$ cat src/des_settings.svh
`ifndef DES_SETTINGS_SVH
`define DES_SETTINGS_SVH

// DES fixes all of these sizes

`define BLOCK_WIDTH 64  // one data block

// the eight parity bits are stripped before the key reaches the core
`define KEY_WIDTH 56

`define SUBKEY_WIDTH 48  // per-round subkey after permuted choice 2

`define ROUND_COUNT 16  // one round per clock

`endif

$ cat src/desPkg.sv
package desPkg;

	typedef enum logic {stIdle, stRun} desState;

	typedef enum logic {opEncrypt, opDecrypt} desOp;

	// each box is four rows of sixteen entries, row-major, entry 0 in the top nibble
	localparam logic [0:7][0:63][3:0] sBoxTable = {
		64'hE4D12FB83A6C5907,
		64'h0F74E2D1A6CB9538,
		64'h41E8D62BFC973A50,
		64'hFC8249175B3EA06D,
		64'hF18E6B34972DC05A,
		64'h3D47F28EC01A69B5,
		64'h0E7BA4D158C6932F,
		64'hD8A13F42B67C05E9,
		64'hA09E63F51DC7B428,
		64'hD70934A6285ECBF1,
		64'hD6498F30B12C5AE7,
		64'h1AD069874FE3B52C,
		64'h7DE3069A1285BC4F,
		64'hD8B56F03472C1AE9,
		64'hA690CB7DF13E5284,
		64'h3F06A1D8945BC72E,
		64'h2C417AB6853FD0E9,
		64'hEB2C47D150FA3986,
		64'h421BAD78F9C5630E,
		64'hB8C71E2D6F09A453,
		64'hC1AF92680D34E75B,
		64'hAF427C9561DE0B38,
		64'h9EF528C3704A1DB6,
		64'h432C95FABE17608D,
		64'h4B2EF08D3C975A61,
		64'hD0B7491AE35C2F86,
		64'h14BDC37EAF680592,
		64'h6BD814A7950FE23C,
		64'hD2846FB1A93E50C7,
		64'h1FD8A374C56B0E92,
		64'h7B419CE206ADF358,
		64'h21E74A8DFC90356B
	};

	// total left rotation of C and D once round i has been applied
	localparam logic [0:15][4:0] shiftSchedule = {
		5'd1, 5'd2, 5'd4, 5'd6,
		5'd8, 5'd10, 5'd12, 5'd14,
		5'd15, 5'd17, 5'd19, 5'd21,
		5'd23, 5'd25, 5'd27, 5'd28
	};

endpackage

$ cat src/desRoundFunction.sv
`timescale 1ns/1ns
`include "des_settings.svh"

module desRoundFunction
	import desPkg::*;
(
	input  logic [`BLOCK_WIDTH/2-1:0] rHalf,
	input  logic [`SUBKEY_WIDTH-1:0] subkey,
	output logic [`BLOCK_WIDTH/2-1:0] fOut
);

	localparam int halfWidth = `BLOCK_WIDTH / 2;

	// table entries count from 1 at the msb, as in the standard
	localparam int expandTable [`SUBKEY_WIDTH] = '{
		32, 1, 2, 3, 4, 5,
		4, 5, 6, 7, 8, 9,
		8, 9, 10, 11, 12, 13,
		12, 13, 14, 15, 16, 17,
		16, 17, 18, 19, 20, 21,
		20, 21, 22, 23, 24, 25,
		24, 25, 26, 27, 28, 29,
		28, 29, 30, 31, 32, 1
	};

	localparam int pTable [halfWidth] = '{
		16, 7, 20, 21,
		29, 12, 28, 17,
		1, 15, 23, 26,
		5, 18, 31, 10,
		2, 8, 24, 14,
		32, 27, 3, 9,
		19, 13, 30, 6,
		22, 11, 4, 25
	};

	logic [`SUBKEY_WIDTH-1:0] expanded;
	logic [`SUBKEY_WIDTH-1:0] mixed;
	logic [halfWidth-1:0] sOut;

	always_comb
	begin
		for (int i = 0; i < `SUBKEY_WIDTH; i++)
			expanded[`SUBKEY_WIDTH-1-i] = rHalf[halfWidth - expandTable[i]];
	end

	assign mixed = expanded ^ subkey;

	// outer bits of each six-bit group pick the row, the inner four the column
	always_comb
	begin
		for (int b = 0; b < 8; b++)
			sOut[halfWidth-1-4*b -: 4] = sBoxTable[b][{mixed[47-6*b], mixed[42-6*b],
				mixed[46-6*b -: 4]}];
	end

	always_comb
	begin
		for (int i = 0; i < halfWidth; i++)
			fOut[halfWidth-1-i] = sOut[halfWidth - pTable[i]];
	end

endmodule

$ cat src/desKeySelect.sv
`timescale 1ns/1ns
`include "des_settings.svh"

module desKeySelect
	import desPkg::*;
(
	input  logic clk,
	input  logic rstN,
	input  logic load,
	input  logic decrypt,
	input  logic [`KEY_WIDTH-1:0] key,
	input  logic [$clog2(`ROUND_COUNT)-1:0] roundSel,
	output logic [`SUBKEY_WIDTH-1:0] subkey
);

	localparam int selWidth = $clog2(`ROUND_COUNT);
	localparam int halfKey = `KEY_WIDTH / 2;
	localparam logic [selWidth-1:0] lastRound = selWidth'(`ROUND_COUNT - 1);

	// positions refer to the 64-bit key with parity, counted from 1 at the msb
	localparam int pc1Table [`KEY_WIDTH] = '{
		57, 49, 41, 33, 25, 17, 9,
		1, 58, 50, 42, 34, 26, 18,
		10, 2, 59, 51, 43, 35, 27,
		19, 11, 3, 60, 52, 44, 36,
		63, 55, 47, 39, 31, 23, 15,
		7, 62, 54, 46, 38, 30, 22,
		14, 6, 61, 53, 45, 37, 29,
		21, 13, 5, 28, 20, 12, 4
	};

	localparam int pc2Table [`SUBKEY_WIDTH] = '{
		14, 17, 11, 24, 1, 5,
		3, 28, 15, 6, 21, 10,
		23, 19, 12, 4, 26, 8,
		16, 7, 27, 20, 13, 2,
		41, 52, 31, 37, 47, 55,
		30, 40, 51, 45, 33, 48,
		44, 49, 39, 56, 34, 53,
		46, 42, 50, 36, 29, 32
	};

	logic [`KEY_WIDTH-1:0] keyReg;
	logic [`KEY_WIDTH-1:0] pc1Key;
	logic [`KEY_WIDTH-1:0] rotKey;
	logic [halfKey-1:0] cHalf;
	logic [halfKey-1:0] dHalf;
	logic [selWidth-1:0] keyRound;
	logic [4:0] shiftAmount;
	desOp opReg;

	// the low bit of every byte is dropped, so later bits move up by one per byte
	function automatic int strippedPos(input int pos);
		return pos - (pos - 1) / 8;
	endfunction

	always_ff @(posedge clk)
	begin
		if (load)
			keyReg <= key;
	end

	always_ff @(posedge clk)
	begin
		if (!rstN)
			opReg <= opEncrypt;
		else if (load)
			opReg <= decrypt ? opDecrypt : opEncrypt;
	end

	always_comb
	begin
		for (int i = 0; i < `KEY_WIDTH; i++)
			pc1Key[`KEY_WIDTH-1-i] = keyReg[`KEY_WIDTH - strippedPos(pc1Table[i])];
	end

	// decryption walks the encryption subkeys backwards
	assign keyRound = (opReg == opDecrypt) ? lastRound - roundSel : roundSel;
	assign shiftAmount = shiftSchedule[keyRound];

	assign cHalf = pc1Key[`KEY_WIDTH-1:halfKey];
	assign dHalf = pc1Key[halfKey-1:0];
	assign rotKey = {(cHalf << shiftAmount) | (cHalf >> (5'(halfKey) - shiftAmount)),
		(dHalf << shiftAmount) | (dHalf >> (5'(halfKey) - shiftAmount))};

	always_comb
	begin
		for (int i = 0; i < `SUBKEY_WIDTH; i++)
			subkey[`SUBKEY_WIDTH-1-i] = rotKey[`KEY_WIDTH - pc2Table[i]];
	end

endmodule

$ cat src/desDatapath.sv
`timescale 1ns/1ns
`include "des_settings.svh"

module desDatapath
(
	input  logic clk,
	input  logic rstN,
	input  logic load,
	input  logic [`BLOCK_WIDTH-1:0] dataIn,
	input  logic [$clog2(`ROUND_COUNT)-1:0] roundSel,
	input  logic [`SUBKEY_WIDTH-1:0] subkey,
	output logic [`BLOCK_WIDTH-1:0] dataOut
);

	localparam int selWidth = $clog2(`ROUND_COUNT);
	localparam int halfWidth = `BLOCK_WIDTH / 2;
	localparam logic [selWidth-1:0] lastRound = selWidth'(`ROUND_COUNT - 1);

	localparam int ipTable [`BLOCK_WIDTH] = '{
		58, 50, 42, 34, 26, 18, 10, 2,
		60, 52, 44, 36, 28, 20, 12, 4,
		62, 54, 46, 38, 30, 22, 14, 6,
		64, 56, 48, 40, 32, 24, 16, 8,
		57, 49, 41, 33, 25, 17, 9, 1,
		59, 51, 43, 35, 27, 19, 11, 3,
		61, 53, 45, 37, 29, 21, 13, 5,
		63, 55, 47, 39, 31, 23, 15, 7
	};

	localparam int fpTable [`BLOCK_WIDTH] = '{
		40, 8, 48, 16, 56, 24, 64, 32,
		39, 7, 47, 15, 55, 23, 63, 31,
		38, 6, 46, 14, 54, 22, 62, 30,
		37, 5, 45, 13, 53, 21, 61, 29,
		36, 4, 44, 12, 52, 20, 60, 28,
		35, 3, 43, 11, 51, 19, 59, 27,
		34, 2, 42, 10, 50, 18, 58, 26,
		33, 1, 41, 9, 49, 17, 57, 25
	};

	logic [`BLOCK_WIDTH-1:0] blockReg;
	logic [`BLOCK_WIDTH-1:0] ipBlock;
	logic [`BLOCK_WIDTH-1:0] swapped;
	logic [`BLOCK_WIDTH-1:0] fpBlock;
	logic [halfWidth-1:0] lReg;
	logic [halfWidth-1:0] rReg;
	logic [halfWidth-1:0] lNext;
	logic [halfWidth-1:0] xIn;
	logic [halfWidth-1:0] rNext;
	logic [halfWidth-1:0] fOut;

	always_comb
	begin
		for (int i = 0; i < `BLOCK_WIDTH; i++)
			ipBlock[`BLOCK_WIDTH-1-i] = blockReg[`BLOCK_WIDTH - ipTable[i]];
	end

	// round 0 starts from the permuted block, later rounds from the held halves
	assign lNext = (roundSel == '0) ? ipBlock[halfWidth-1:0] : rReg;
	assign xIn = (roundSel == '0) ? ipBlock[`BLOCK_WIDTH-1:halfWidth] : lReg;
	assign rNext = xIn ^ fOut;

	desRoundFunction roundFunction (
		.rHalf(lNext),
		.subkey(subkey),
		.fOut(fOut)
	);

	assign swapped = {rNext, lNext};  // halves swapped

	always_comb
	begin
		for (int i = 0; i < `BLOCK_WIDTH; i++)
			fpBlock[`BLOCK_WIDTH-1-i] = swapped[`BLOCK_WIDTH - fpTable[i]];
	end

	always_ff @(posedge clk)
	begin
		if (load)
			blockReg <= dataIn;
		lReg <= lNext;
		rReg <= rNext;
	end

	always_ff @(posedge clk)
	begin
		if (!rstN)
			dataOut <= '0;
		else if (roundSel == lastRound)
			dataOut <= fpBlock;
	end

	resultKnown: assert property (@(posedge clk) disable iff (!rstN)
		roundSel == lastRound |=> !$isunknown(dataOut));

endmodule

$ cat src/desController.sv
`timescale 1ns/1ns
`include "des_settings.svh"

module desController
	import desPkg::*;
(
	input  logic clk,
	input  logic rstN,
	input  logic start,
	output logic [$clog2(`ROUND_COUNT)-1:0] roundSel,
	output logic load,
	output logic busy,
	output logic done
);

	localparam int selWidth = $clog2(`ROUND_COUNT);
	localparam logic [selWidth-1:0] lastRound = selWidth'(`ROUND_COUNT - 1);

	desState state;
	logic [selWidth-1:0] roundCnt;

	assign busy = (state == stRun);
	assign load = start && (state == stIdle);  // a start during a run is dropped
	assign roundSel = roundCnt;

	always_ff @(posedge clk)
	begin
		if (!rstN)
		begin
			state <= stIdle;
			roundCnt <= '0;
			done <= 1'b0;
		end
		else
		begin
			done <= 1'b0;
			case (state)
				stIdle:
				begin
					roundCnt <= '0;
					if (load)
						state <= stRun;
				end
				stRun:
				begin
					if (roundCnt == lastRound)
					begin
						state <= stIdle;
						roundCnt <= '0;
						done <= 1'b1;  // the result lands in dataOut at this same edge
					end
					else
						roundCnt <= roundCnt + 1'b1;
				end
				default: state <= stIdle;
			endcase
		end
	end

	doneSingle: assert property (@(posedge clk) disable iff (!rstN)
		done |=> !done);

	loadWhenIdle: assert property (@(posedge clk) disable iff (!rstN)
		load |=> busy && !$past(busy));

endmodule

$ cat src/desTop.sv
`timescale 1ns/1ns
`include "des_settings.svh"

module desTop
(
	input  logic clk,
	input  logic rstN,
	input  logic start,
	input  logic decrypt,
	input  logic [`BLOCK_WIDTH-1:0] dataIn,
	input  logic [`KEY_WIDTH-1:0] key,
	output logic [`BLOCK_WIDTH-1:0] dataOut,
	output logic busy,
	output logic done
);

	logic [$clog2(`ROUND_COUNT)-1:0] roundSel;
	logic load;
	logic [`SUBKEY_WIDTH-1:0] subkey;

	desController controller (
		.clk(clk),
		.rstN(rstN),
		.start(start),
		.roundSel(roundSel),
		.load(load),
		.busy(busy),
		.done(done)
	);

	desKeySelect keySelect (
		.clk(clk),
		.rstN(rstN),
		.load(load),
		.decrypt(decrypt),
		.key(key),
		.roundSel(roundSel),
		.subkey(subkey)
	);

	desDatapath datapath (
		.clk(clk),
		.rstN(rstN),
		.load(load),
		.dataIn(dataIn),
		.roundSel(roundSel),
		.subkey(subkey),
		.dataOut(dataOut)
	);

endmodule

$ cat config.mk
export PLATFORM = sky130hd
export DESIGN_NAME = desTop
export DESIGN_NICKNAME = d
export VERILOG_FILES = /design/src/desPkg.sv /design/src/desRoundFunction.sv /design/src/desKeySelect.sv /design/src/desDatapath.sv /design/src/desController.sv /design/src/desTop.sv
export VERILOG_INCLUDE_DIRS = /design/src
export SDC_FILE = /design/constraint.sdc
export NUM_CORES = 1
export LEC_CHECK = 0
export BUFFER_PORTS_ARGS = -buffer_cell sky130_fd_sc_hd__buf_2
export CAP_MARGIN = 20
export CORE_MARGIN = 5
export CORE_UTILIZATION = 30
export DETAILED_ROUTE_END_ITERATION = 12
export GPL_TIMING_DRIVEN = 0
export HOLD_SLACK_MARGIN = 0.02
export PLACE_DENSITY = 0.5
export SLEW_MARGIN = 0
export SYNTH_ARGS = -nofsm -noshare
export SYNTH_HDL_FRONTEND = slang
export SYNTH_HIERARCHICAL = 1
export SYNTH_SLANG_ARGS = --single-unit
$ cat constraint.sdc
create_clock -name clk -period 8.19 [get_ports clk]
set_clock_uncertainty 0.1 [all_clocks]
set_input_delay 1.2285 -clock clk [delete_from_list [all_inputs] [get_ports clk]]
set_output_delay 1.2285 -clock clk [all_outputs]
set_load 0.02 [all_outputs]
# Word-level counts from Yosys, hierarchy flattened

Memory sizes are Yosys's and may differ from the RTL's.
Index checks and enable logic that the tools add are counted.

Order comparisons: 9
Bitwise logic cells: 14
Shift-type cells: 4
Muxes and demuxes: 28
Add/subtract/negate cells: 3
Reductions and logical operators: 3
Equality and inequality tests: 1

Operators by type and width:

| cell                | count |
|---|---|
| $mux 4              | 18 |
| $mux 32             | 2 |
| $ge 7x7->1 const B  | 8 |
| $not 6->7           | 8 |
| $or 28x28->28       | 2 |
| $shl 28x5->28       | 2 |
| $shr 28x5->28       | 2 |
| $xor 48x48->48      | 1 |
| $xor 32x32->32      | 1 |
| $mux 5              | 2 |
| $pmux 4 s2          | 1 |
| $ge 5x5->1 const B  | 1 |
| $not 4->5           | 1 |
| $sub 5x5->5 const A | 1 |
| $add 4x1->4 const B | 1 |
| $eq 4x4->1 const B  | 1 |
| $logic_not 4->1     | 1 |
| $mux 1              | 4 |
| $sub 4x4->4 const A | 1 |
| $pmux 1 s2          | 1 |
| $reduce_and 2->1    | 1 |
| $logic_and 1x1->1   | 1 |
| $not 1->1           | 1 |

Logic and storage cells: 80
Output and inout port bits: 66
Bits in read-only memories: 2128
Memories kept: 9
Register bits after elaboration: 255
Input port bits: 124

Memories:

| memory          | words | bits a word | read ports | clocked after Yosys merged registers in | write ports | line                   | text |
|---|---|---|---|---|---|---|---|
| (no name shown) | 64    | 4           | 1          | 0                                       | 0           | desRoundFunction.sv:53 | `sOut[halfWidth-1-4*b -: 4] = sBoxTable[b][{mixed[47-6*b], mixed[42-6*b],` |
| (no name shown) | 64    | 4           | 1          | 0                                       | 0           | desRoundFunction.sv:53 |  |
| (no name shown) | 64    | 4           | 1          | 0                                       | 0           | desRoundFunction.sv:53 |  |
| (no name shown) | 64    | 4           | 1          | 0                                       | 0           | desRoundFunction.sv:53 |  |
| (no name shown) | 64    | 4           | 1          | 0                                       | 0           | desRoundFunction.sv:53 |  |
| (no name shown) | 64    | 4           | 1          | 0                                       | 0           | desRoundFunction.sv:53 |  |
| 3 more memories | --    | --          | --         | --                                      | --          | --                     |  |

# Longest topological paths before layout

Gate-level depths: netlist of the first run.

Depth after elaboration: 15
Gate-level depth with buffers: 34
Gate-level depth less buffers: 24

# By module

Netlist of the first run, hierarchy kept.

Modules (own cells, without submodules):

| module           | sequential area each (µm²) | area an instance (µm²) | times used | cells each |
|---|---|---|---|---|
| desKeySelect     | 1701.6                     | 9093.7                 | 1          | 1048 |
| desDatapath      | 4484.3                     | 6660.1                 | 1          | 410 |
| desRoundFunction | 0.0                        | 5058.6                 | 1          | 701 |
| desController    | 120.1                      | 212.7                  | 1          | 22 |

# Least setup slack after synthesis of the first run

No wires, ideal clock.

Path kind: input to register
Start: in start
End: reg keySelect.opReg
Data required time: 7.963 ns
Arrival: 7.093 ns
Library setup time: 0.127 ns
Slack: 0.870 ns
Buffers on the path: 0
Cell stages on the path: 3
Cell sequence: nor2b_1 > mux2i_1 > nor2b_1

Longest elaborated chain between the ends: 1

RTL lines:

| item                   | line                | text |
|---|---|---|
| start: declaration     | desTop.sv:8         | `input logic start,` |
| $logic_and 1x1->1      | desController.sv:23 | `assign load = start && (state == stIdle);` |
| end signal: assignment | desKeySelect.sv:66  | `opReg <= opEncrypt;` |
| end signal: assignment | desKeySelect.sv:68  | `opReg <= decrypt ? opDecrypt : opEncrypt;` |
| end: declaration       | desKeySelect.sv:50  | `desOp opReg;` |

No other way between the ends.
A chain may end at the register's enable or synchronous reset.

# Final worst setup path of the first run

Start: reg controller.roundCnt[1], in the netlist controller/roundSel[1]
End: reg datapath.dataOut[40]

Longest elaborated chain between the ends: 15
Elaborated cells on any way between the ends: 20
Those cells by class: add/sub: 2; eq/ne: 1; shift: 2; mux: 7; bitwise: 5; reduce/logical: 1; memory: 2

RTL lines:

| item                                          | line                   | text |
|---|---|---|
| start: declaration                            | desController.sv:20    | `logic [selWidth-1:0] roundCnt;` |
| start signal: assignment                      | desController.sv:53    | `roundCnt <= roundCnt + 1'b1;` |
| $sub 4x4->4                                   | desKeySelect.sv:78     | `assign keyRound = (opReg == opDecrypt) ? lastRound - roundSel : roundSel;` |
| $mux 4 (*)                                    | desKeySelect.sv:78     |  |
| $not 4->5 (implied by the code) (*)           | desKeySelect.sv:79     | `assign shiftAmount = shiftSchedule[keyRound];` |
| $mem_v2 16x5 (*)                              | --                     |  |
| $mux 5 (implied by the code) (*) (2 in a row) | desKeySelect.sv:79     |  |
| $sub 5x5->5                                   | desKeySelect.sv:83     | `assign rotKey = {(cHalf << shiftAmount) \| (cHalf >> (5'(halfKey) - shiftAmount)),` |
| $shr 28x5->28                                 | desKeySelect.sv:83     |  |
| $or 28x28->28 (*)                             | desKeySelect.sv:83     |  |
| via subkey[31]                                | desTop.sv:19           | `` logic [`SUBKEY_WIDTH-1:0] subkey; `` |
| $xor 48x48->48 (*)                            | desRoundFunction.sv:47 | `assign mixed = expanded ^ subkey;` |
| $not 6->7 (implied by the code) (*)           | desRoundFunction.sv:53 |  |
| $mem_v2 64x4 (*)                              | --                     |  |
| $mux 4 (implied by the code) (*) (2 in a row) | desRoundFunction.sv:53 |  |
| via datapath.fOut[2]                          | desDatapath.sv:50      | `logic [halfWidth-1:0] fOut;` |
| $xor 32x32->32 (*)                            | desDatapath.sv:61      | `assign rNext = xIn ^ fOut;` |
| via datapath.rNext[2]                         | desDatapath.sv:49      | `logic [halfWidth-1:0] rNext;` |
| end signal: assignment                        | desDatapath.sv:90      | `dataOut <= fpBlock;` |
| end: declaration                              | desDatapath.sv:12      | `` output logic [`BLOCK_WIDTH-1:0] dataOut `` |

Mark *: on every way through the listed nets, which the timed path passes. The rest lies on a longest branch. The select of a mux whose other input is x is not followed.

==> results of run 1 <==
## cells in the mapped netlist, drive strengths merged, types with 41 or more instances
library cell / n / area, um2
mux2i: 220 / 2218
nand2: 180 / 683.2
nor2: 136 / 515.5
dfxtp: 135 / 2703
edfxtp: 120 / 3603
a21oi: 105 / 525.5
clkbuf: 98 / 367.9
xnor2: 98 / 1222
buf: 93 / 596.8
o21ai: 83 / 434.2
ha: 65 / 813.3
nand3: 60 / 305.3
mux4: 57 / 1287
mux2: 56 / 630.6
xor2: 47 / 467.9
o211ai: 42 / 334.1
a22o: 41 / 359.1
## area by class of cell
class	count	area, um2	share of cell area [%]
timing repair buffer	201	1106	4.514
antenna	1	2.502	0.01021
clock buffer	44	863.3	3.523
buffer	185	994.7	4.060
multi-input combinational	1696	13790	56.27
tap	940	1176	4.800
clock inverter	12	113.9	0.4647
inverter	39	150.1	0.6128
sequential	255	6307	25.74
## stage by stage
step	power [mW]	std cells
after global routing	8.008	3372
final	7.587	3373
after CTS	7.522	3371
after detailed placement	6.079	3317
after global placement	6.048	3310
after floorplan	4.823	2181
## timing repair
action	4_1_cts	5_1_grt
resized for setup	46	10
setup buffers	1	4
pin swaps	3	2
endpoints found under the setup margin	64	53
## per-layer routing
metal	vias up	global-route usage [%]	wire length, um
li1	8781	-	-
met1	9802	30.98	38870
met2	1076	38.38	42710
met3	176	4.326	7603
met4	2	7.142	3483
met5	-	0	13
## where the power goes
part	switching (mW)	total [mW]	leakage [nW]	internal, mW
Combinational	2.89	4.67	6.88	1.78
Clock	0.572	1.33	0.473	0.761
Sequential	0.0640	1.58	2.26	1.52
Total	3.53	7.59	9.61	4.06
## kinds of logic after synthesis
logic type	Yosys count	synth area share, %
flip-flops	255	29.99
adder cells (fa/ha/maj)	65	3.868
AO/OA/AOI/OAI	620	21.23
AND/OR/NAND/NOR	533	11.90
multiplexers	333	19.67
buffers and inverters	230	5.296
XOR/XNOR	145	8.040
## state kept, by name (all words and copies together), names as in the netlist
register             cells
datapath/rReg           32
controller/roundSel      4
keySelect/opReg          1
datapath/blockReg       64
keySelect/keyReg        56
datapath/lReg           32
controller/busy          1
datapath/dataOut        64
controller/done          1
## layout by cell type, fill, tap and decap left out, drive strengths merged, types with 17 or more instances in the layout
| master | instances |
|---|---|
| buf | 293 |
| mux2i | 220 |
| a31oi | 33 |
| nand2 | 180 |
| a21oi | 105 |
| dfxtp | 135 |
| a211oi | 37 |
| nor2 | 136 |
| ha | 65 |
| mux2 | 56 |
| o21ai | 83 |
| mux4 | 57 |
| a211o | 23 |
| edfxtp | 120 |
| nand3 | 60 |
| a22oi | 24 |
| o311ai | 17 |
| clkbuf | 137 |
| xor2 | 47 |
| o211ai | 42 |
| o22ai | 38 |
| nor2b | 36 |
| inv | 38 |
| a22o | 41 |
| xnor2 | 98 |
| nor3 | 38 |
| o221ai | 30 |
## worst paths after layout
path	from	to	slack [ns]	cells past startpoint
worst max-delay path	controller/roundSel[1]$_SDFF_PP0_	datapath/dataOut[40]$_SDFFE_PN0N_	0.27	30
worst min register to register	datapath/dataOut[40]$_SDFFE_PN0N_	datapath/dataOut[40]$_SDFFE_PN0N_	0.37	1
worst max register to register	controller/roundSel[1]$_SDFF_PP0_	datapath/dataOut[40]$_SDFFE_PN0N_	0.27	30
worst min-delay path	datapath/dataOut[40]$_SDFFE_PN0N_	datapath/dataOut[40]$_SDFFE_PN0N_	0.37	1
==> reports/results.txt, run 1 <==
The flow ran to the end, and the final reports show no timing, DRC or antenna violations. The run gives 18790 as the via count of the first global-routing pass. The detailed-route vias per instance was 5.881; the starting DRC count in detailed routing was 2375.

The clock period could shrink to 7.919 ns. Each instance of the synthesized netlist takes up on average 9.640 um2. Among all stages on the critical path, the largest delay is contributed by mux4_2. In this design, the stage delay of the slowest critical-path cell is 0.51 ns.

Yosys printed 6 warnings. The most used flip-flop cell after synthesis is dfxtp_1. The portion of the post-synthesis area used by sequential elements was 29.99%. The initial standard-cell utilization of the core is 30.13%. The final hold slack is 0.3722 ns. TritonCTS built the clock tree. Layout-stage area growth over the synthesis result: 16.54%.

The sort of element at the start of the critical path was a flip-flop. Entering global routing, the biggest net connects 33 pins. The run gives 6 as the total iterations of the first detailed-routing run. Summing all non-filler instances in the final layout gives an area of 24500 um2. The area of the core is 69790 um2, and the fraction of final layout cells sized beyond drive strength 1 is 22.57%. The logs give 0 for the count of hold-fix buffers inserted at cts and 132600 um for the global-route wire length before repair. Measured on the finished design, the core utilization comes to 35.11%.

Dividing the final minimum period by the clock period gives 96.69%. After filler insertion, the fill cell instance count of the layout stands at 7176. IR analysis of the VDD net gives a maximum drop of 0.1785 mV. The number of nets in the synthesized netlist is 2370. For the number of levels in the clock H-tree, the log shows 1. The worst setup path is captured at a flip-flop. The count of endpoints failing hold in the final timing report was 0. The netlist uses 101 different library cells. For this run, design rule violations remaining after detail routing come to 0.

At the pin with the least slew margin, the transition time is 1.019 ns. Before CTS, the worst setup slack after placement is -2.629 ns. Clock-pin slew was measured on the worst setup and hold paths at 0.06 ns. For the floorplan die area, the log shows 75480 um2. The run gives 97 as the count of standard-cell rows. The clock passes through at most 3 buffers. The run gives 0.2709 ns as the worst path setup slack after routing. The final route contains 19840 vias. For the worst setup path, the data arrival time is 8.32 ns. The number of ports placed on the die boundary was 190. Global routing used 23.24% of the available tracks across all layers. The overflow left after global routing was 0. The largest fanout of any net on the critical path is 19, and the die height is 274.7 um. The fmax came out at 0.1263 GHz. The run gives 0 as the number of max-slew violations in the final report. TritonCTS created 30 clock buffers.

The worst hold path belongs to the class reg -> reg. Setup violations remaining at the end of the flow were counted as 0. The logs give 0 for the number of nets with antenna violations after detailed routing and 0 ns for the sum of negative setup slack. The number of buffers and inverters on the critical path is 10, and the total placed instance area is 23260 um2. The detailed-placement wirelength estimate was 71040 um. For this design the ratio of total power to cell area is 309.7 nW/um2.

Final wirelength: 92680 um. Cell type group with the largest total delay on the critical path: buffers and inverters. Synthesis produced 2181 cells. In the final design database the tool counted 2597 nets. STA puts the critical path data required time at 8.59 ns.

The number of input and output port buffers inserted is 189, and the latest clock arrival within the worst-skew pair is 0.64 ns. Headroom to the max-slew limit came out at 32.10%. In this run the static leakage power is 9.611 nW. In the final routed layout, each cell accounts on average for 27.48 um. Clock tree synthesis selected as its root buffer the cell clkbuf_16. The run gives 1.013 as the routability congestion estimate.

For this design, the sink count on the clock tree is 255. The critical path is of the reg -> reg type. Max-cap violations in this run came to 0. Number of enable-type register cells in the synthesized netlist: 120. Counting flops and latches in the post-synthesis netlist gives 255. The synthesized netlist occupies a cell area of 21030 um2. The floorplan die width was 274.7 um.

After synthesis, the share of flip-flops with an asynchronous set or reset is 0%. The run gives 3 as the initial antenna violation count.
Note: power is estimated with default switching activity, not from simulation.
==> run 2: changes to the inputs <==
Settings changed: REMOVE_ABC_BUFFERS from default to 1.
==> reports/results.txt, run 2 (synthesis gave the netlist of run 1 again) <==
Fraction of final layout cells sized beyond drive strength 1: 21.64%. Wires add up to 75430 um. The tools report the number of max-slew violations in the final report as 0.

Across the whole layout, storage elements account for 6317 um2. The final worst-path cycle share was 95.34%; the switching power was 3.263 mW. The number of input and output port buffers inserted was 189. Setup repair after global routing left no endpoint under its margin. TritonCTS built the clock tree.

The floorplan die width is 274.7 um, and the global-route wire length before repair is 113300 um. The number of nets with antenna violations after detailed routing is 0, and the number of DRC violations after detailed routing is 0. The floorplan step set the die height to 274.7 um. The via count of the first global-routing pass is 17510, and the detailed-placement wirelength estimate is 55140 um. The clock network is responsible for 18.6% of the overall power.

After floorplanning, the core was sized to cover 69790 um2. The detailed-route vias per instance works out to 5.773. Setup violations remaining at the end of the flow were counted as 0. Measured against its own limit, the worst slew margin works out to 25.10%.

For this run the aggregate overflow at the end of global routing stands at 0. Timing analysis after detailed placement gives a worst setup slack of -1.263 ns. The tool flagged a number of max-cap violations equal to 0.

Derived from the worst setup path, the maximum achievable clock frequency is 0.1281 GHz. Commonest non-fill, non-tap cell in the layout: mux2i_1. Average wire per cell in the routed design: 23.44 um.

After clock tree synthesis, the clock-pin slew on the worst setup and hold paths is 0.06 ns. In this run the worst hold path is classified as reg -> reg. The first routing iteration left 1898 violations. The initial antenna violation count was 0; the net count reported at finish was 2443.

Summed over all cells, the static leakage comes to 9.346 nW. For the count of hold-fix buffers inserted at cts, the log shows 0. The multi-input combinational cells in the finished layout cover a total of 13780 um2. Of all nets on the critical path, the largest fanout is 47. The run finished with clean final reports. The floorplan has 97 rows.

0 antenna diodes ended up in the layout. In this run, the combinational gates consume 59.4% of the power. Across the VDD grid, the largest voltage drop is 0.1519 mV. The finished cells cover 24080 um2. The final hold slack is 0.3674 ns. The library cells used most frequently in the layout, excluding fill and tap cells, are 218 x mux2i_1, 189 x buf_2, 179 x nand2_1. The latest clock arrival within the worst-skew pair is 0.62 ns, and the switching share of total power is 44.57%. 190 I/O pins were placed. The largest registers in the layout are datapath/blockReg x64, datapath/dataOut x64, keySelect/keyReg x56. For this design the ratio of total power to cell area is 304.0 nW/um2.

The tools report the type of element capturing the critical path as a flip-flop. The clock root buffer master is clkbuf_16. Compared with the post-synthesis result, the final layout area differs by 14.52%. The number of levels in the clock H-tree was 1; the total placed instance area was 22880 um2. The initial standard-cell utilization of the core is 30.13%, and the relative contribution of sequential cells to total power is 22.0%.

The overall routing resource usage is 18.98%, and the floorplan die area is 75480 um2. STA puts the critical path data required time at 8.59 ns. The number of buffers added by the clock tree synthesis step was 30.

The final-layout fill cell count was 7089; the count of endpoints failing hold in the final timing report was 0. At the worst endpoint, the arrival time is 8.20 ns. The number of sinks driven by the clock tree is 255. The actual transition at the worst max-transition pin was 1.106 ns. The run gives 48 as the largest net degree at the start of global routing.

The worst setup path is of the reg -> reg kind. Once routing completed, OpenROAD measured the worst setup slack at 0.3817 ns. Subtracting the final worst setup slack from the clock period gives 7.808 ns. Detailed routing inserted a total of 18580 vias. Total iterations of the first detailed-routing run: 8.

The clock passes through at most 3 buffers. Cell internal power was estimated by the tool at 4.057 mW. At the end of routability-driven placement, the weighted congestion stood at 0.9433.

The worst setup path is launched from a flip-flop.
==> run 2: changes by cell type in the layout (fill, tap and decap cells not counted), moves of 4 or more <==
cell,previous run,this run
buf_1,6,0
buf_16,1,11
buf_2,237,189
buf_4,28,14
buf_6,14,6
clkbuf_1,93,8
clkbuf_2,5,0
clkbuf_8,6,11
dfxtp_1,134,130
==> run 2: through the flow <==
stage	utilization (%)	setup TNS [ns]	cells	power [mW]
finish	34.50	0	3218	7.320
global route	34.50	0	3218	7.805
CTS	34.38	0	3214	7.316
detailed placement	32.78	-37.70	3154	5.871
global placement	31.79	-738.22	3119	5.754
floorplan	-	-80.06	1990	4.725
==> run 2: timing repair <==
item / 4_1_cts / 5_1_grt
buffers inserted: 3 / 0
cloned: 1 / 0
pin swaps: 2 / 1
endpoints found under the setup margin: 64 / 54
gates resized for setup: 11 / 11
==> run 2: cell type report <==
type	instances	area share, %
Inverter	39	0.6859
Multi-Input combinational cell	1697	57.21
Timing Repair Buffer	231	6.735
Clock buffer	50	3.975
Sequential cell	255	26.24
Clock inverter	6	0.2702
Tap cell	940	4.885
==> run 2: final timing paths <==
check                                                  startpoint                           endpoint  slack, ns  cells past startpoint
worst max-delay path                 keySelect/opReg$_SDFFE_PN0P_  datapath/dataOut[32]$_SDFFE_PN0N_       0.38                     17
worst min-delay path            datapath/dataOut[54]$_SDFFE_PN0N_  datapath/dataOut[54]$_SDFFE_PN0N_       0.37                      1
worst max register to register       keySelect/opReg$_SDFFE_PN0P_  datapath/dataOut[32]$_SDFFE_PN0N_       0.38                     17
worst min register to register  datapath/dataOut[54]$_SDFFE_PN0N_  datapath/dataOut[54]$_SDFFE_PN0N_       0.37                      1
==> run 2: critical path, stage by stage (launching register included) <==
cell and delay (ns):
dfxtp_2 0.46, buf_8 0.23, inv_1 0.46, o211ai_2 0.45, nand2_8 0.48, clkinv_8 0.32, ha_2 0.31, a21oi_1 0.36
mux2i_1 0.43, nand2_1 0.74, o311ai_1 1.24, xor2_1 0.83, xnor2_1 0.22, o2111ai_1 0.26, o31ai_1 0.10, mux2i_1 0.32
xnor2_2 0.12, a22o_1 0.21
==> run 2: power groups by stage <==
stage / clock network, mW / registers (mW) / logic, mW
after floorplan: 0 / 1.61 / 3.12
after global placement: 0 / 1.65 / 4.10
after detailed placement: 0 / 1.64 / 4.23
after CTS: 1.43 / 1.61 / 4.28
after global routing: 1.47 / 1.63 / 4.71
final: 1.36 / 1.61 / 4.35
==> run 2: metal layers <==
metal	track usage, %	wire [um]
met1	27.72	33810
met2	29.72	33740
met3	2.965	6125
met4	4.049	1751
met5	0	0
